`src/common/ep_defines.svh`:
```
`ifndef EP_DEFINES_SVH
`define EP_DEFINES_SVH

// Mesh address width
`define EP_AW 32

// Local memory in 32-bit words
`define EP_MEM_WORDS 256
`define EP_MEM_AW 8

// Base of the 1 KB endpoint window
`define EP_BASE_ADDR 32'h8080_0000

`endif

```
`src/common/emesh_pkg.sv`:
```
`include "ep_defines.svh"

package emesh_pkg;

   //########################################################################
   // Transfer size
   //########################################################################
   typedef enum logic [1:0] {
      dm_byte  = 2'b00,   // 8 bit
      dm_half  = 2'b01,   // 16 bit
      dm_word  = 2'b10,   // 32 bit
      dm_dword = 2'b11    // 64 bit, served as a word here
   } datamode_e;

   //########################################################################
   // 104-bit mesh packet
   //########################################################################
   // Field order is MSB first
   typedef struct packed {
      logic [`EP_AW-1:0] srcaddr;    // Return address of a read
      logic [31:0]       data;       // Write data or read result
      logic [`EP_AW-1:0] dstaddr;    // Target address
      logic [4:0]        ctrlmode;   // Carried through untouched
      datamode_e         datamode;
      logic              write;      // Write request or read response
   } emesh_packet_t;

   // Low bits kept for a given size
   function automatic logic [31:0] dm_mask(datamode_e dm);
      case (dm)
         dm_byte: return 32'h0000_00ff;
         dm_half: return 32'h0000_ffff;
         default: return 32'hffff_ffff;   // Word and dword
      endcase
   endfunction

endpackage

```
`src/common/ep_pipe_pkg.sv`:
```
`include "ep_defines.svh"

package ep_pipe_pkg;

   // Decoded operation
   typedef enum logic [1:0] {
      op_none  = 2'd0,   // Idle or outside the window
      op_write = 2'd1,
      op_read  = 2'd2
   } ep_op_e;

   // Decode to memory stage
   typedef struct packed {
      logic                  valid;
      ep_op_e                op;
      logic [`EP_MEM_AW-1:0] word_idx;   // Word within the window
      logic [1:0]            byte_off;   // Byte lane of the address
      emesh_pkg::datamode_e  datamode;
      logic [31:0]           wdata;
      logic [`EP_AW-1:0]     srcaddr;
      logic [`EP_AW-1:0]     dstaddr;
      logic [4:0]            ctrlmode;
   } dec_stage_t;

   // Memory to transmit stage
   typedef struct packed {
      logic                 valid;      // Read response pending
      logic [31:0]          rdata;      // Shifted to bit 0 and masked
      logic [`EP_AW-1:0]    srcaddr;
      logic [`EP_AW-1:0]    dstaddr;
      emesh_pkg::datamode_e datamode;
      logic [4:0]           ctrlmode;
   } rsp_stage_t;

endpackage

```
`src/hw/emesh_tx_format.sv`:
```
`timescale 1ns/1ps

module emesh_tx_format
   import emesh_pkg::*;
   import ep_pipe_pkg::*;
(
   input  logic          clk1,
   input  logic          rst_n,
   input  logic          stall,
   input  rsp_stage_t    rsp,
   output logic          pending,
   output logic          access_out,
   output emesh_packet_t packet_out
);

   emesh_packet_t pkt_nxt;

   //########################################################################
   // Response packet
   //########################################################################
   always_comb begin
      pkt_nxt.write    = 1'b1;            // Responses travel as writes
      pkt_nxt.dstaddr  = rsp.srcaddr;     // Back to the requester
      pkt_nxt.srcaddr  = rsp.dstaddr;
      pkt_nxt.data     = rsp.rdata;
      pkt_nxt.datamode = rsp.datamode;
      pkt_nxt.ctrlmode = rsp.ctrlmode;
   end

   always_ff @(posedge clk1 or negedge rst_n) begin
      if (!rst_n) begin
         access_out <= 1'b0;
      end else if (!stall) begin
         access_out <= rsp.valid;
      end
   end

   // Held as is while the receiver waits
   always_ff @(posedge clk1) begin
      if (!stall) begin
         packet_out <= pkt_nxt;
      end
   end

   assign pending = access_out;

   // Output frozen under wait_in
   a_out_stable: assert property (@(posedge clk1) disable iff (!rst_n)
      stall |=> access_out && $stable(packet_out));

endmodule

```
`config.mk`:
```
export PLATFORM = sky130hd
export DESIGN_NAME = emesh_tx_format
export DESIGN_NICKNAME = d
export VERILOG_FILES = /design/src/common/emesh_pkg.sv /design/src/common/ep_pipe_pkg.sv /design/src/hw/emesh_tx_format.sv
export VERILOG_INCLUDE_DIRS = /design/src /design/src/common
export SDC_FILE = /design/constraint.sdc
export NUM_CORES = 1
export LEC_CHECK = 0
export BUFFER_PORTS_ARGS = -buffer_cell sky130_fd_sc_hd__buf_2
export CAP_MARGIN = 20
export CORE_UTILIZATION = 44
export CTS_CLUSTER_SIZE = 20
export DETAILED_ROUTE_END_ITERATION = 10
export PLACE_DENSITY = 0.83
export SLEW_MARGIN = 20
export SYNTH_ARGS = -nofsm -noshare
export SYNTH_HDL_FRONTEND = slang
export SYNTH_SLANG_ARGS = --single-unit
export TNS_END_PERCENT = 10
```
`constraint.sdc`:
```
create_clock -name clk1 -period 1.7 [get_ports clk1]
set_input_delay 0.34 -clock clk1 [delete_from_list [all_inputs] [get_ports clk1]]
set_output_delay 0.34 -clock clk1 [all_outputs]
set_load 0.01 [all_outputs]
```
==> flow_summary.json <==
{
  "post_dp_cell_area_um2": 4360,
  "post_synth_most_frequent_cells": "103 x sky130_fd_sc_hd__edfxtp_1, 2 x sky130_fd_sc_hd__buf_4",
  "vias_in_the_first_global_route": 1990,
  "route.detailed.vias_per_inst": 4.41,
  "die-width_um": 86.7,
  "crit_path_top_delay_cell": "sky130_fd_sc_hd__edfxtp_1",
  "design.portCount": 213,
  "antenna_found_initial": 0,
  "power_frac_seq": 0.581,
  "p_switching_w": 0.00108,
  "layout.cell_area.non_filler_um2": 4600,
  "post_cts_resize_count": 0,
  "worstSetupStartpoint": "packet_out[26]",
  "start_kind": "register",
  "synth_cells": 109,
  "overall_die_area_um2": 7510,
  "clk_transition_reported_paths_ns": 0.09,
  "yosys.cell_count.top_type": "sky130_fd_sc_hd__edfxtp_1",
  "share_of_layout_cells_above_drive_strength_1": 0.677,
  "routabilityCongestion": 0.687,
  "detailedRoute.firstIterationViolations": 60,
  "yosys_warnings": 0,
  "numPortBuffers": 211,
  "power_density_nw_per_um2": 1150,
  "instances_no_fill": 433,
  "critPathBufInv": 1,
  "delay_contributed_by_the_slowest_stage_of_the_critical_path_ns": 0.41,
  "synth.yosys.seq_area_share": 0.988,
  "synth_top_flop_cell": "sky130_fd_sc_hd__edfxtp_1",
  "timing.fmax_mhz": 799,
  "tritoncts_num_sinks": 104,
  "rr_startpoint": "access_out",
  "crit_family": "flip-flops",
  "tritoncts": "done",
  "leakagePower_nw": 2.00,
  "ys_ff_latch": 104,
  "synthTopCellsByArea": "sky130_fd_sc_hd__edfxtp_1 98%, sky130_fd_sc_hd__dfrtp_1 0.79%, sky130_fd_sc_hd__buf_4 0.48%",
  "numCtsBuffers": 9,
  "critPathMaxFanout": 1,
  "number_of_search_and_repair_iterations_in_the_first_detailed_routing_pass": 4,
  "timing_worst_setup_path_type": "reg2out",
  "holdCritStartpoint": "rsp[69]",
  "globalRouteOverflowTotal": 0,
  "finalWorstPathRequiredPeriod_ns": 1.25,
  "die-height_um": 86.7,
  "initial_util": 0.459,
  "netlist.area_leader.share": 0.980,
  "finalHoldViolations": 0,
  "grt_usage": 0.174,
  "clkPwrFrac": 0.326,
  "insertedDiodeCount": 0,
  "antenna_left": 0,
  "grt_start_max_net_pins": 55,
  "synth_top_area_cell": "sky130_fd_sc_hd__edfxtp_1",
  "finalMaxSlewViolations": 0,
  "worst-endpoint-required_ns": 1.36,
  "synth_area_per_cell_um2": 28.9,
  "wl_mm": 6.57,
  "synth_cell_type_count": 6,
  "timing.hold.worst.class": "in2reg",
  "detail_route.drc_violations": 0,
  "routed-via-count": 1908,
  "fp-row-count": 30,
  "core_area_um2": 6870,
  "clock_tree.htree_level_count": 3,
  "flow.area_growth_from_synthesis_pct": 45.9,
  "worst_ep_arrival_time_ns": 0.91,
  "cell_internal_power_dissipation_w": 0.00423,
  "p_comb_frac": 0.093,
  "outcome": "finished, final reports clean",
  "critical_path.cell_chain": "buf_2",
  "final_min_period_over_clock_period": 0.736,
  "synthesis.nets": 216,
  "nets": 439,
  "setup_repair_after_global_routing_missed_its_margin": "false",
  "synthArstFlopShare": 0.00962,
  "drv_cap": 0,
  "worst_skew_pair.late_latency_ns": 0.34,
  "netSwitchingFraction": 0.203,
  "cts.path.max_buffers": 2,
  "finalSetupViolCount": 0,
  "endpoint_kind": "output pin",
  "first_pass_grt_wire_length_mm": 9.25,
  "clock-root-buffer": "sky130_fd_sc_hd__clkbuf_8",
  "irDropWorstVdd_v": 0.000547,
  "synth-edff-count": 103,
  "finalClockSkew_ns": 0,
  "synthesis.area_um2": 3160,
  "place.detailed.instances": 416,
  "post_drt_wl_per_cell_um": 15.2
}
==> routing by layer <==
layer	vias to the layer above	track usage	routed length (um)
met2	125	0.320	3500
met1	900	0.168	2360
met4	0	0.0758	103
li1	875	-	-
met3	8	0.0733	613
met5	-	0	0
==> power by group through the flow <==
stage	clock, W	combinational, W	sequential (W)
detailed placement	0	0.000494	0.00315
CTS	0.00176	0.000497	0.00309
global placement	0	0.000483	0.00314
global route	0.00185	0.000529	0.00311
finish	0.00173	0.000491	0.00309
floorplan	0	0.0000452	0.00327
==> cell usage in the layout, fill, tap and decap left out, types with 2 or more instances in the layout <==
cell type / count
sky130_fd_sc_hd__edfxtp_1: 103
sky130_fd_sc_hd__bufinv_16: 3
sky130_fd_sc_hd__buf_2: 211
sky130_fd_sc_hd__buf_12: 2
sky130_fd_sc_hd__clkinv_1: 3
sky130_fd_sc_hd__clkbuf_8: 9
==> flip-flops by register name, indices dropped and copies added (netlist names) <==
register	count
packet_out	103
access_out	1
==> stage by stage <==
stage          setup WS (ns)  power (W)  setup TNS (ns)  hold slack (ns)   util
5_1_grt                0.400    0.00549               0            0.132  0.670
3_3_place_gp           0.515    0.00362               0            0.115  0.635
3_5_place_dp           0.500    0.00364               0            0.115  0.635
4_1_cts                0.435    0.00535               0            0.145  0.670
6_report               0.448    0.00531               0            0.161  0.670
2_1_floorplan         -0.497    0.00332          -51.17           0.0444      -
==> worst paths after layout <==
| path | to | slack, ns | cells after the start |
|---|---|---|---|
| hold / removal | packet_out[38] | 0.16 | 1 |
| setup reg to reg | access_out | 0.94 | 1 |
| min in group asynchronous | access_out | 0.29 | 2 |
| setup / recovery | packet_out[26] | 0.45 | 1 |
| max in group asynchronous | access_out | 1.33 | 2 |
| hold reg to reg | access_out | 0.54 | 1 |
==> area by class of cell <==
| class | instances | area, um^2 |
|---|---|---|
| timing repair buffer | 214 | 1110 |
| multi-input combinational | 2 | 18.8 |
| clock buffer | 9 | 124 |
| tap | 96 | 120 |
| sequential | 104 | 3120 |
| clock inverter | 7 | 110 |
| fill | 498 | 2260 |
| inverter | 1 | 7.51 |
==> logic make-up (layout without fill, tap and decap cells) <==
| family | count (synthesis) | in the layout | synth area share |
|---|---|---|---|
| other cells | 1 | 1 | 0.00119 |
| flops | 104 | 104 | 0.988 |
| mux | 1 | 1 | 0.00476 |
| buf+inv | 3 | 231 | 0.00595 |
==> timing repair <==
item                                   4_1_cts  5_1_grt
hold buffers                                 1        0
setup endpoints to repair                    0        0
buffers inserted                             0        0
endpoints found under the hold margin        1        0
(Power assumes the default switching activity.)
