## config.mk

```make
export PLATFORM = sky130hd
export DESIGN_NAME = emesh_rx_decode
export DESIGN_NICKNAME = d
export VERILOG_FILES = /design/src/common/emesh_pkg.sv /design/src/common/ep_pipe_pkg.sv /design/src/hw/emesh_rx_decode.sv
export VERILOG_INCLUDE_DIRS = /design/src /design/src/common
export SDC_FILE = /design/constraint.sdc
export NUM_CORES = 1
export LEC_CHECK = 0
export BUFFER_PORTS_ARGS = -buffer_cell sky130_fd_sc_hd__buf_2
export CAP_MARGIN = 20
export CORE_MARGIN = 5
export CORE_UTILIZATION = 30
export DETAILED_ROUTE_END_ITERATION = 8
export HOLD_SLACK_MARGIN = 0.12
export PLACE_DENSITY = 0.49
export SLEW_MARGIN = 40
export SYNTH_ARGS = -nofsm -noshare
export SYNTH_HDL_FRONTEND = slang
export SYNTH_SLANG_ARGS = --single-unit
```

## constraint.sdc

```tcl
create_clock -name clk1 -period 1.4 [get_ports clk1]
set_clock_uncertainty 0.2 [all_clocks]
set_input_delay 0 -clock clk1 [delete_from_list [all_inputs] [get_ports clk1]]
set_output_delay 0 -clock clk1 [all_outputs]
set_load 0.02 [all_outputs]
```

## src/common/ep_defines.svh

```systemverilog
`ifndef EP_DEFINES_SVH
`define EP_DEFINES_SVH

// Mesh address width
`define EP_AW 32

// Local memory in 32-bit words
`define EP_MEM_WORDS 256
`define EP_MEM_AW 8

// Base of the 1 KB endpoint window
`define EP_BASE_ADDR 32'h8080_0000

`endif

```

## src/common/emesh_pkg.sv

```systemverilog
`include "ep_defines.svh"

package emesh_pkg;

   //########################################################################
   // Transfer size
   //########################################################################
   typedef enum logic [1:0] {
      dm_byte  = 2'b00,   // 8 bit
      dm_half  = 2'b01,   // 16 bit
      dm_word  = 2'b10,   // 32 bit
      dm_dword = 2'b11    // 64 bit, served as a word here
   } datamode_e;

   //########################################################################
   // 104-bit mesh packet
   //########################################################################
   // Field order is MSB first
   typedef struct packed {
      logic [`EP_AW-1:0] srcaddr;    // Return address of a read
      logic [31:0]       data;       // Write data or read result
      logic [`EP_AW-1:0] dstaddr;    // Target address
      logic [4:0]        ctrlmode;   // Carried through untouched
      datamode_e         datamode;
      logic              write;      // Write request or read response
   } emesh_packet_t;

   // Low bits kept for a given size
   function automatic logic [31:0] dm_mask(datamode_e dm);
      case (dm)
         dm_byte: return 32'h0000_00ff;
         dm_half: return 32'h0000_ffff;
         default: return 32'hffff_ffff;   // Word and dword
      endcase
   endfunction

endpackage

```

## src/common/ep_pipe_pkg.sv

```systemverilog
`include "ep_defines.svh"

package ep_pipe_pkg;

   // Decoded operation
   typedef enum logic [1:0] {
      op_none  = 2'd0,   // Idle or outside the window
      op_write = 2'd1,
      op_read  = 2'd2
   } ep_op_e;

   // Decode to memory stage
   typedef struct packed {
      logic                  valid;
      ep_op_e                op;
      logic [`EP_MEM_AW-1:0] word_idx;   // Word within the window
      logic [1:0]            byte_off;   // Byte lane of the address
      emesh_pkg::datamode_e  datamode;
      logic [31:0]           wdata;
      logic [`EP_AW-1:0]     srcaddr;
      logic [`EP_AW-1:0]     dstaddr;
      logic [4:0]            ctrlmode;
   } dec_stage_t;

   // Memory to transmit stage
   typedef struct packed {
      logic                 valid;      // Read response pending
      logic [31:0]          rdata;      // Shifted to bit 0 and masked
      logic [`EP_AW-1:0]    srcaddr;
      logic [`EP_AW-1:0]    dstaddr;
      emesh_pkg::datamode_e datamode;
      logic [4:0]           ctrlmode;
   } rsp_stage_t;

endpackage

```

## src/hw/emesh_rx_decode.sv

```systemverilog
`timescale 1ns/1ps
`include "ep_defines.svh"

module emesh_rx_decode
   import emesh_pkg::*;
   import ep_pipe_pkg::*;
(
   input  logic          clk1,
   input  logic          rst_n,
   input  logic          stall,
   input  logic          access_in,
   input  emesh_packet_t packet_in,
   output dec_stage_t    dec
);

   localparam logic [`EP_AW-1:0] BASE = `EP_BASE_ADDR;
   localparam int WIN_LSB = `EP_MEM_AW + 2;   // 1 KB window

   logic          acc_q;       // Input access flag
   emesh_packet_t pkt_q;       // Input packet
   logic          in_window;
   dec_stage_t    dec_nxt;

   //########################################################################
   // Input register
   //########################################################################
   always_ff @(posedge clk1 or negedge rst_n) begin
      if (!rst_n) begin
         acc_q <= 1'b0;
      end else if (!stall) begin
         acc_q <= access_in;   // Requester holds while wait_out is high
      end
   end

   always_ff @(posedge clk1) begin
      if (!stall) begin
         pkt_q <= packet_in;
      end
   end

   // Upper address bits must hit the base
   assign in_window = (pkt_q.dstaddr[`EP_AW-1:WIN_LSB] == BASE[`EP_AW-1:WIN_LSB]);

   //########################################################################
   // Classify
   //########################################################################
   always_comb begin
      dec_nxt          = '0;
      dec_nxt.valid    = acc_q;
      if (!acc_q || !in_window) dec_nxt.op = op_none;   // Dropped silently
      else if (pkt_q.write)     dec_nxt.op = op_write;
      else                      dec_nxt.op = op_read;
      dec_nxt.word_idx = pkt_q.dstaddr[WIN_LSB-1:2];
      dec_nxt.byte_off = pkt_q.dstaddr[1:0];
      dec_nxt.datamode = pkt_q.datamode;
      dec_nxt.wdata    = pkt_q.data;
      dec_nxt.srcaddr  = pkt_q.srcaddr;
      dec_nxt.dstaddr  = pkt_q.dstaddr;
      dec_nxt.ctrlmode = pkt_q.ctrlmode;
   end

   always_ff @(posedge clk1 or negedge rst_n) begin
      if (!rst_n) begin
         dec <= '0;
      end else if (!stall) begin
         dec <= dec_nxt;
      end
   end

   // Both registers frozen through a stall
   a_hold_on_stall: assert property (@(posedge clk1) disable iff (!rst_n)
      stall |=> $stable(acc_q) && $stable(dec));

endmodule

```

==> impl_metrics.json, run 1 <==
{
  "io_buffers": 223,
  "yosys-top-cells-area": "edfxtp_1, dfrtp_1, mux2_2, buf_4, buf_2",
  "post_cts_buffers": 1,
  "synth_top_area_share_pct": 43.2,
  "clkSinkCount": 211,
  "ctsHtreeMaxLevel": 1,
  "ys_ff_latch": 211,
  "syn-num-nets": 460,
  "place_inst": 885,
  "lastStage": "clock tree synthesis (4_1_cts)",
  "seq_area_frac_synth_pct": 80.3,
  "die_y_um": 165,
  "synthesis.area_mm2": 0.00722,
  "hpwlAfterDp_um": 11200,
  "ys_warn_count": 0,
  "synth_top_area_cell": "edfxtp_1",
  "die_w_um": 165,
  "num_io_pins": 224,
  "cts_buffers": 23,
  "cts_buffer_depth": 3,
  "clock-root-buffer": "clkbuf_16",
  "syn_avg_cell_area_um2": 20.5,
  "syn_inst": 352,
  "postPlaceCellArea_mm2": 0.00882,
  "synth.distinct_cells": 16,
  "hold_buffers": 186,
  "outcome": "aborted with a tool error",
  "gp_congestion": 0.731,
  "error": "[ERROR RSZ-0060] Max buffer count reached.",
  "rows": 56,
  "start_util_pct": 30.6,
  "cts-resized-gates": 4
}
[cell usage after synthesis (all sizes together)]
| master | number |
|---|---|
| edfxtp | 104 |
| dfrtp | 107 |
| nor4b | 1 |
| inv | 1 |
| nand2 | 3 |
| o31ai | 1 |
| nor4 | 4 |
| nand3 | 1 |
| nor4bb | 1 |
| buf | 22 |
| nand4 | 1 |
| mux2 | 105 |
| o21ai | 1 |
[metrics by stage]
stage               setup slack, ns  utilization (%)
floorplan                     -1.08                -
global placement             -0.281             37.4
detailed placement           -0.318             37.4
[logic make-up after synthesis]
group	count (synthesis)	share of synthesized area (%)
buffers and inverters	23	2.10
multiplexers	105	16.4
AO/OA/AOI/OAI	2	0.242
flip-flops	211	80.3
AND/OR/NAND/NOR	11	1.00
==> inputs of run 2 (changes only) <==
--- a/config.mk
+++ b/config.mk
@@ -9,10 +9,9 @@
 export BUFFER_PORTS_ARGS = -buffer_cell sky130_fd_sc_hd__buf_2
 export CAP_MARGIN = 20
 export CORE_MARGIN = 5
-export CORE_UTILIZATION = 30
+export CORE_UTILIZATION = 20
 export DETAILED_ROUTE_END_ITERATION = 8
-export HOLD_SLACK_MARGIN = 0.12
-export PLACE_DENSITY = 0.49
+export PLACE_DENSITY_LB_ADDON = 0.15
 export SLEW_MARGIN = 40
 export SYNTH_ARGS = -nofsm -noshare
 export SYNTH_HDL_FRONTEND = slang
==> impl_metrics.json, run 2 <==
{
  "outcome": "finished, violations left",
  "violations": "negative setup slack",
  "timing.final.crit_share_pct": 107,
  "syn_inst": 352,
  "grt_overflow": 0,
  "drtPass1Iterations": 4,
  "cp_data_arrival_time_ns": 1.73,
  "cp_data_required_time_ns": 1.64,
  "layout-drive-gt1-share_pct": 47.7,
  "io_buffers": 223,
  "clock-root-buffer": "clkbuf_16",
  "met3_usage_pct": 3.09,
  "worstMarginPinSlew_ns": 0.335,
  "fin_util_pct": 33.7,
  "gp_congestion": 0.739,
  "antenna_found_initial": 3,
  "rsz0062_at_grt": "true",
  "num_io_pins": 224,
  "critPathMaxStageDelay_ns": 0.40,
  "crit_type": "flop to flop",
  "synthesis.area_mm2": 0.00722,
  "grtUsageMet1_pct": 11.3,
  "cts_buffer_depth": 3,
  "final.setup.tns_ns": -0.163,
  "start_util_pct": 20.3,
  "ctsHtreeMaxLevel": 1,
  "wirelength_um": 19600,
  "post-route-min-period_ns": 1.49,
  "synth.most_common_cell": "dfrtp_1",
  "grtUsageMet2_pct": 16.2,
  "slowest_stage": "edfxtp_1",
  "p_leak_nw": 5.01,
  "ys_ff_latch": 211,
  "ir_drop_mv": 0.817,
  "final_common_cell": "buf_2",
  "hp-class": "primary input to flop",
  "cp-start-kind": "flop",
  "crit_chain": "nor4bb_2 > buf_4 > nand4_1 > o31ai_2",
  "die-area_mm2": 0.0400,
  "postPlaceCellArea_mm2": 0.00898,
  "slew_violations": 0,
  "cts_tree": "yes",
  "hold_viol": 0,
  "power_density_mw_per_mm2": 1380,
  "async_flop_share_pct": 50.7,
  "die_w_um": 200,
  "drc": 0,
  "clkSinkCount": 211,
  "cts_buffers": 27,
  "core_area_mm2": 0.0357,
  "die_y_um": 200,
  "synth-main-ff-cell": "dfrtp_1",
  "vias": 4772,
  "clk_pin_slew_ns": 0.05,
  "first_iter_violations": 65,
  "largest_reg_flops": 106,
  "crit_buf_inv": 1,
  "fmax_mhz": 669,
  "synth_top_area_share_pct": 43.2,
  "final_cell_mix": "buf_2, dlygate4sd3_1, dfrtp_1, mux2_2, edfxtp_1",
  "endpoint_kind": "flop",
  "setup_ws_ns": -0.0949,
  "top_register": "dec",
  "yosys-top-cells-area": "edfxtp_1, dfrtp_1, mux2_2, buf_4, buf_2",
  "finalNetCount": 916,
  "max-slew-margin-rel_pct": 77.7,
  "whs_ns": 0.0365,
  "syn_avg_cell_area_um2": 20.5,
  "cp_max_fo": 2,
  "rows": 69,
  "hpwlAfterDp_um": 13100,
  "fin_area_mm2": 0.0120,
  "post_drt_wl_per_cell_um": 15.1,
  "syn-num-nets": 460,
  "synth_top_area_cell": "edfxtp_1",
  "insertion_delay_ns": 0.53,
  "pre_cts_slack_ns": -0.215,
  "grt_busiest_layer": "met2",
  "maxCapViolCount": 0,
  "postRouteAntennaNets": 0,
  "path_delay_family": "simple AND/OR/NAND/NOR gates",
  "finalSetupViolations": 2,
  "area_growth_pct": 66.3,
  "synth-edff-count": 104,
  "grt_pass1_vias": 5327,
  "ys_warn_count": 0,
  "vias_per_cell": 3.69,
  "synth.distinct_cells": 16,
  "synth_common_cells": "dfrtp_1, mux2_2, edfxtp_1",
  "seq_area_frac_synth_pct": 80.3,
  "grt_max_degree": 49,
  "grt_pass1_wl_um": 29800,
  "grt_use_total_pct": 9.51,
  "fillCellCount": 3524
}
[run 2: cell counts after synthesis]
No cell type changed its count.
[run 2: metal layers]
| metal | vias to the layer above | wire (um) |
|---|---|---|
| li1 | 2216 | - |
| met1 | 2375 | 7870 |
| met2 | 145 | 9590 |
| met3 | 36 | 1540 |
| met4 | 0 | 562 |
| met5 | - | 0 |
[run 2: timing repair]
action                                 in CTS  in global routing
pin swaps                                   4                  0
hold buffers                              209                  0
endpoints found under the hold margin     332                  0
setup endpoints to repair                   2                  2
cloned                                      0                  0
setup buffers                               0                  1
gates resized for setup                     7                  0
[run 2: cell families (layout without fill, tap and decap cells)]
logic type	Yosys count	after routing	synth area share, %
buffers and inverters	23	499	2.10
and+or+nand+nor	11	11	1.00
other	0	3	0
AOI/OAI and AO/OA	2	2	0.242
muxes	105	105	16.4
DFF	211	211	80.3
[run 2: report_power, final]
part           internal [W]  total [W]  switching (W)
Clock               0.00417    0.00677        0.00260
Combinational       0.00115    0.00233        0.00118
Sequential          0.00718    0.00746       0.000282
[run 2: metrics by stage]
stage / power, W / instances
5_1_grt: 0.0174 / 1292
3_3_place_gp: 0.00944 / 1030
2_1_floorplan: 0.00860 / 352
3_5_place_dp: 0.00950 / 1030
6_report: 0.0166 / 1292
4_1_cts: 0.0170 / 1288
[run 2: worst reg2reg max path: cells and delay by family, from the launching register on]
kind            cells  cell delay, ns
buf+inv             1            0.16
simple gates        2            0.46
flops               1            0.40
compound gates      1            0.19
[run 2: worst paths after layout]
path	start	end	slack, ns	cells after the start
max	dec_nxt[33]	dec[114]	-0.09	4
min	packet_in[36]	dec_nxt[33]	0.04	2
max reg2reg	dec_nxt[33]	dec[114]	-0.09	4
min reg2reg	pkt_q[0]	dec[114]	0.27	1
max in group asynchronous	rst_n	dec[59]	0.26	4
min in group asynchronous	rst_n	dec[8]	0.23	3
[run 2: cell type report]
class	instances	area, um2	area share, %
Tap cell	461	577	4.80
Multi-Input combinational cell	118	1320	11.0
Antenna cell	3	7.51	0.0625
Clock inverter	10	110	0.916
Inverter	1	7.51	0.0625
Sequential cell	211	5800	48.3
Timing Repair Buffer	449	3420	28.5
Clock buffer	39	771	6.42
Power figures use the tool's default switching activity.
==> inputs of run 3 (changes only) <==
--- a/config.mk
+++ b/config.mk
@@ -8,9 +8,12 @@
 export LEC_CHECK = 0
 export BUFFER_PORTS_ARGS = -buffer_cell sky130_fd_sc_hd__buf_2
 export CAP_MARGIN = 20
+export CELL_PAD_IN_SITES_DETAIL_PLACEMENT = 1
+export CELL_PAD_IN_SITES_GLOBAL_PLACEMENT = 1
 export CORE_MARGIN = 5
 export CORE_UTILIZATION = 20
 export DETAILED_ROUTE_END_ITERATION = 8
+export GPL_ROUTABILITY_DRIVEN = 0
 export PLACE_DENSITY_LB_ADDON = 0.15
 export SLEW_MARGIN = 40
 export SYNTH_ARGS = -nofsm -noshare
==> impl_metrics.json, run 3 (synthesis gave the netlist of run 2 again) <==
{
  "grt_overflow": 0,
  "start_util_pct": 20.3,
  "grt_use_total_pct": 9.76,
  "num_io_pins": 224,
  "setup_ws_ns": -0.0828,
  "power_density_mw_per_mm2": 1350,
  "worstMarginPinSlew_ns": 0.593,
  "die-area_mm2": 0.0400,
  "crit_chain": "nor4_2 > buf_4 > nand4_1 > o31ai_2",
  "die_w_um": 200,
  "crit_type": "flop to flop",
  "grt_max_degree": 105,
  "crit_buf_inv": 1,
  "grt_pass1_vias": 5524,
  "antenna_found_initial": 2,
  "final.setup.tns_ns": -0.0887,
  "largest_reg_flops": 106,
  "crit_end": "dec[114]",
  "r2r_cells": 4,
  "cts_tree": "yes",
  "r2r-end": "dec[114]",
  "multiInputGateArea_mm2": 0.00131,
  "n_antenna_cell": 0,
  "layout-drive-gt1-share_pct": 46.9,
  "grt_pass1_wl_um": 30500,
  "reg2reg_from": "dec_nxt[16]",
  "fillCellCount": 3764,
  "hold_viol": 0,
  "cp-start-kind": "flop",
  "slowest_stage": "edfxtp_1",
  "insertion_delay_ns": 0.53,
  "violations": "negative setup slack",
  "ir_drop_mv": 0.757,
  "clk_pin_slew_ns": 0.06,
  "final_common_cell": "buf_2",
  "rsz0062_at_grt": "true",
  "p_leak_nw": 4.92,
  "clkSinkCount": 211,
  "fmax_mhz": 674,
  "drtPass1Iterations": 4,
  "postRouteAntennaNets": 0,
  "vias_per_cell": 3.77,
  "hp-class": "primary input to flop",
  "critPathMaxStageDelay_ns": 0.41,
  "timing.final.crit_share_pct": 106,
  "cts_buffers": 27,
  "reg2reg_slack_ns": -0.08,
  "vias": 4820,
  "core_area_mm2": 0.0357,
  "final_cell_mix": "buf_2, dlygate4sd3_1, dfrtp_1, mux2_2, edfxtp_1",
  "regArea_mm2": 0.00580,
  "ctsHtreeMaxLevel": 1,
  "cts_buffer_depth": 3,
  "io_buffers": 223,
  "cp_data_required_time_ns": 1.64,
  "first_iter_violations": 73,
  "clock-root-buffer": "clkbuf_16",
  "maxCapViolCount": 0,
  "max-slew-margin-rel_pct": 60.5,
  "rows": 69,
  "wirelength_um": 19900,
  "finalSetupViolations": 2,
  "outcome": "finished, violations left",
  "crit_cells": 4,
  "drc": 0,
  "cp_max_fo": 2,
  "area_growth_pct": 63.7,
  "final_cells": 1280,
  "finalNetCount": 908,
  "die_y_um": 200,
  "endpoint_kind": "flop",
  "post-route-min-period_ns": 1.48,
  "cp_data_arrival_time_ns": 1.72,
  "place_inst": 1024,
  "slew_violations": 0,
  "crit_start": "dec_nxt[16]",
  "top_register": "dec",
  "post_drt_wl_per_cell_um": 15.6,
  "hpwlAfterDp_um": 12800,
  "path_delay_family": "simple AND/OR/NAND/NOR gates"
}
-- run 3: cell types whose count changed in the layout (fill, tap and decap cells not counted), moves of 2 or more --
cell / before / now
clkinv_1: 0 / 2
clkbuf_8: 5 / 2
dlygate4sd3_1: 209 / 206
buf_4: 12 / 8
buf_12: 6 / 4
bufinv_16: 2 / 0
clkbuf_1: 7 / 9
diode_2: 3 / 0
clkinv_2: 5 / 7
clkinv_4: 2 / 0
-- run 3: worst min-delay path by stage --
stage	cells after the start	from	end	slack, ns
final	2	packet_in[38]	dec_nxt[35]	0.01
after global routing	2	packet_in[37]	dec_nxt[34]	0.008
after detailed placement	1	rst_n	dec[3]	-0.36
after CTS	2	packet_in[37]	dec_nxt[34]	0.001
after global placement	1	rst_n	dec[3]	-0.36
after floorplan	0	rst_n	acc_q	-0.50
-- run 3: what timing repair did --
| item | in CTS | in global routing |
|---|---|---|
| pin swaps | 3 | 1 |
| setup endpoints to repair | 2 | 19 |
| endpoints found under the hold margin | 292 | 0 |
| resized for setup | 4 | 3 |
| hold buffers | 206 | 0 |
| setup buffers | 2 | 0 |
-- run 3: routing by layer --
layer | up-vias | GRT usage, % | routed length [um]
met3 | 41 | 3.51 | 1560
met5 | - | 0 | 7
met1 | 2432 | 11.3 | 7870
li1 | 2194 | - | -
met4 | 2 | 2.64 | 503
met2 | 151 | 17.1 | 9970
-- run 3: per-stage QoR --
step / worst slack, ns / power (W) / utilization (%) / hold slack [ns] / instance area (um2)
after detailed placement: -0.151 / 0.00949 / 25.0 / -0.363 / 8920
after CTS: -0.0744 / 0.0164 / 33.1 / 0.00119 / 11800
after global routing: -0.169 / 0.0168 / 33.2 / 0.00798 / 11800
final: -0.0828 / 0.0160 / 33.2 / 0.0117 / 11800
after floorplan: -1.08 / 0.00860 / - / -0.496 / 7240
after global placement: -0.147 / 0.00943 / 25.0 / -0.356 / 8920
-- run 3: layout make-up --
class                           instances  area share [%]
Tap cell                              461            4.88
Sequential cell                       211            49.1
Timing Repair Buffer                  441            28.3
Multi-Input combinational cell        118            11.0
Clock inverter                         10           0.423
Inverter                                1          0.0635
Clock buffer                           38            6.23
-- run 3: power by group --
part           internal, W  switching (W)  total (W)  leakage, nW
sequential         0.00718       0.000285    0.00747         2.27
combinational      0.00113        0.00118    0.00231         2.26
clock              0.00363        0.00254    0.00618        0.388
total               0.0119        0.00401     0.0160         4.92
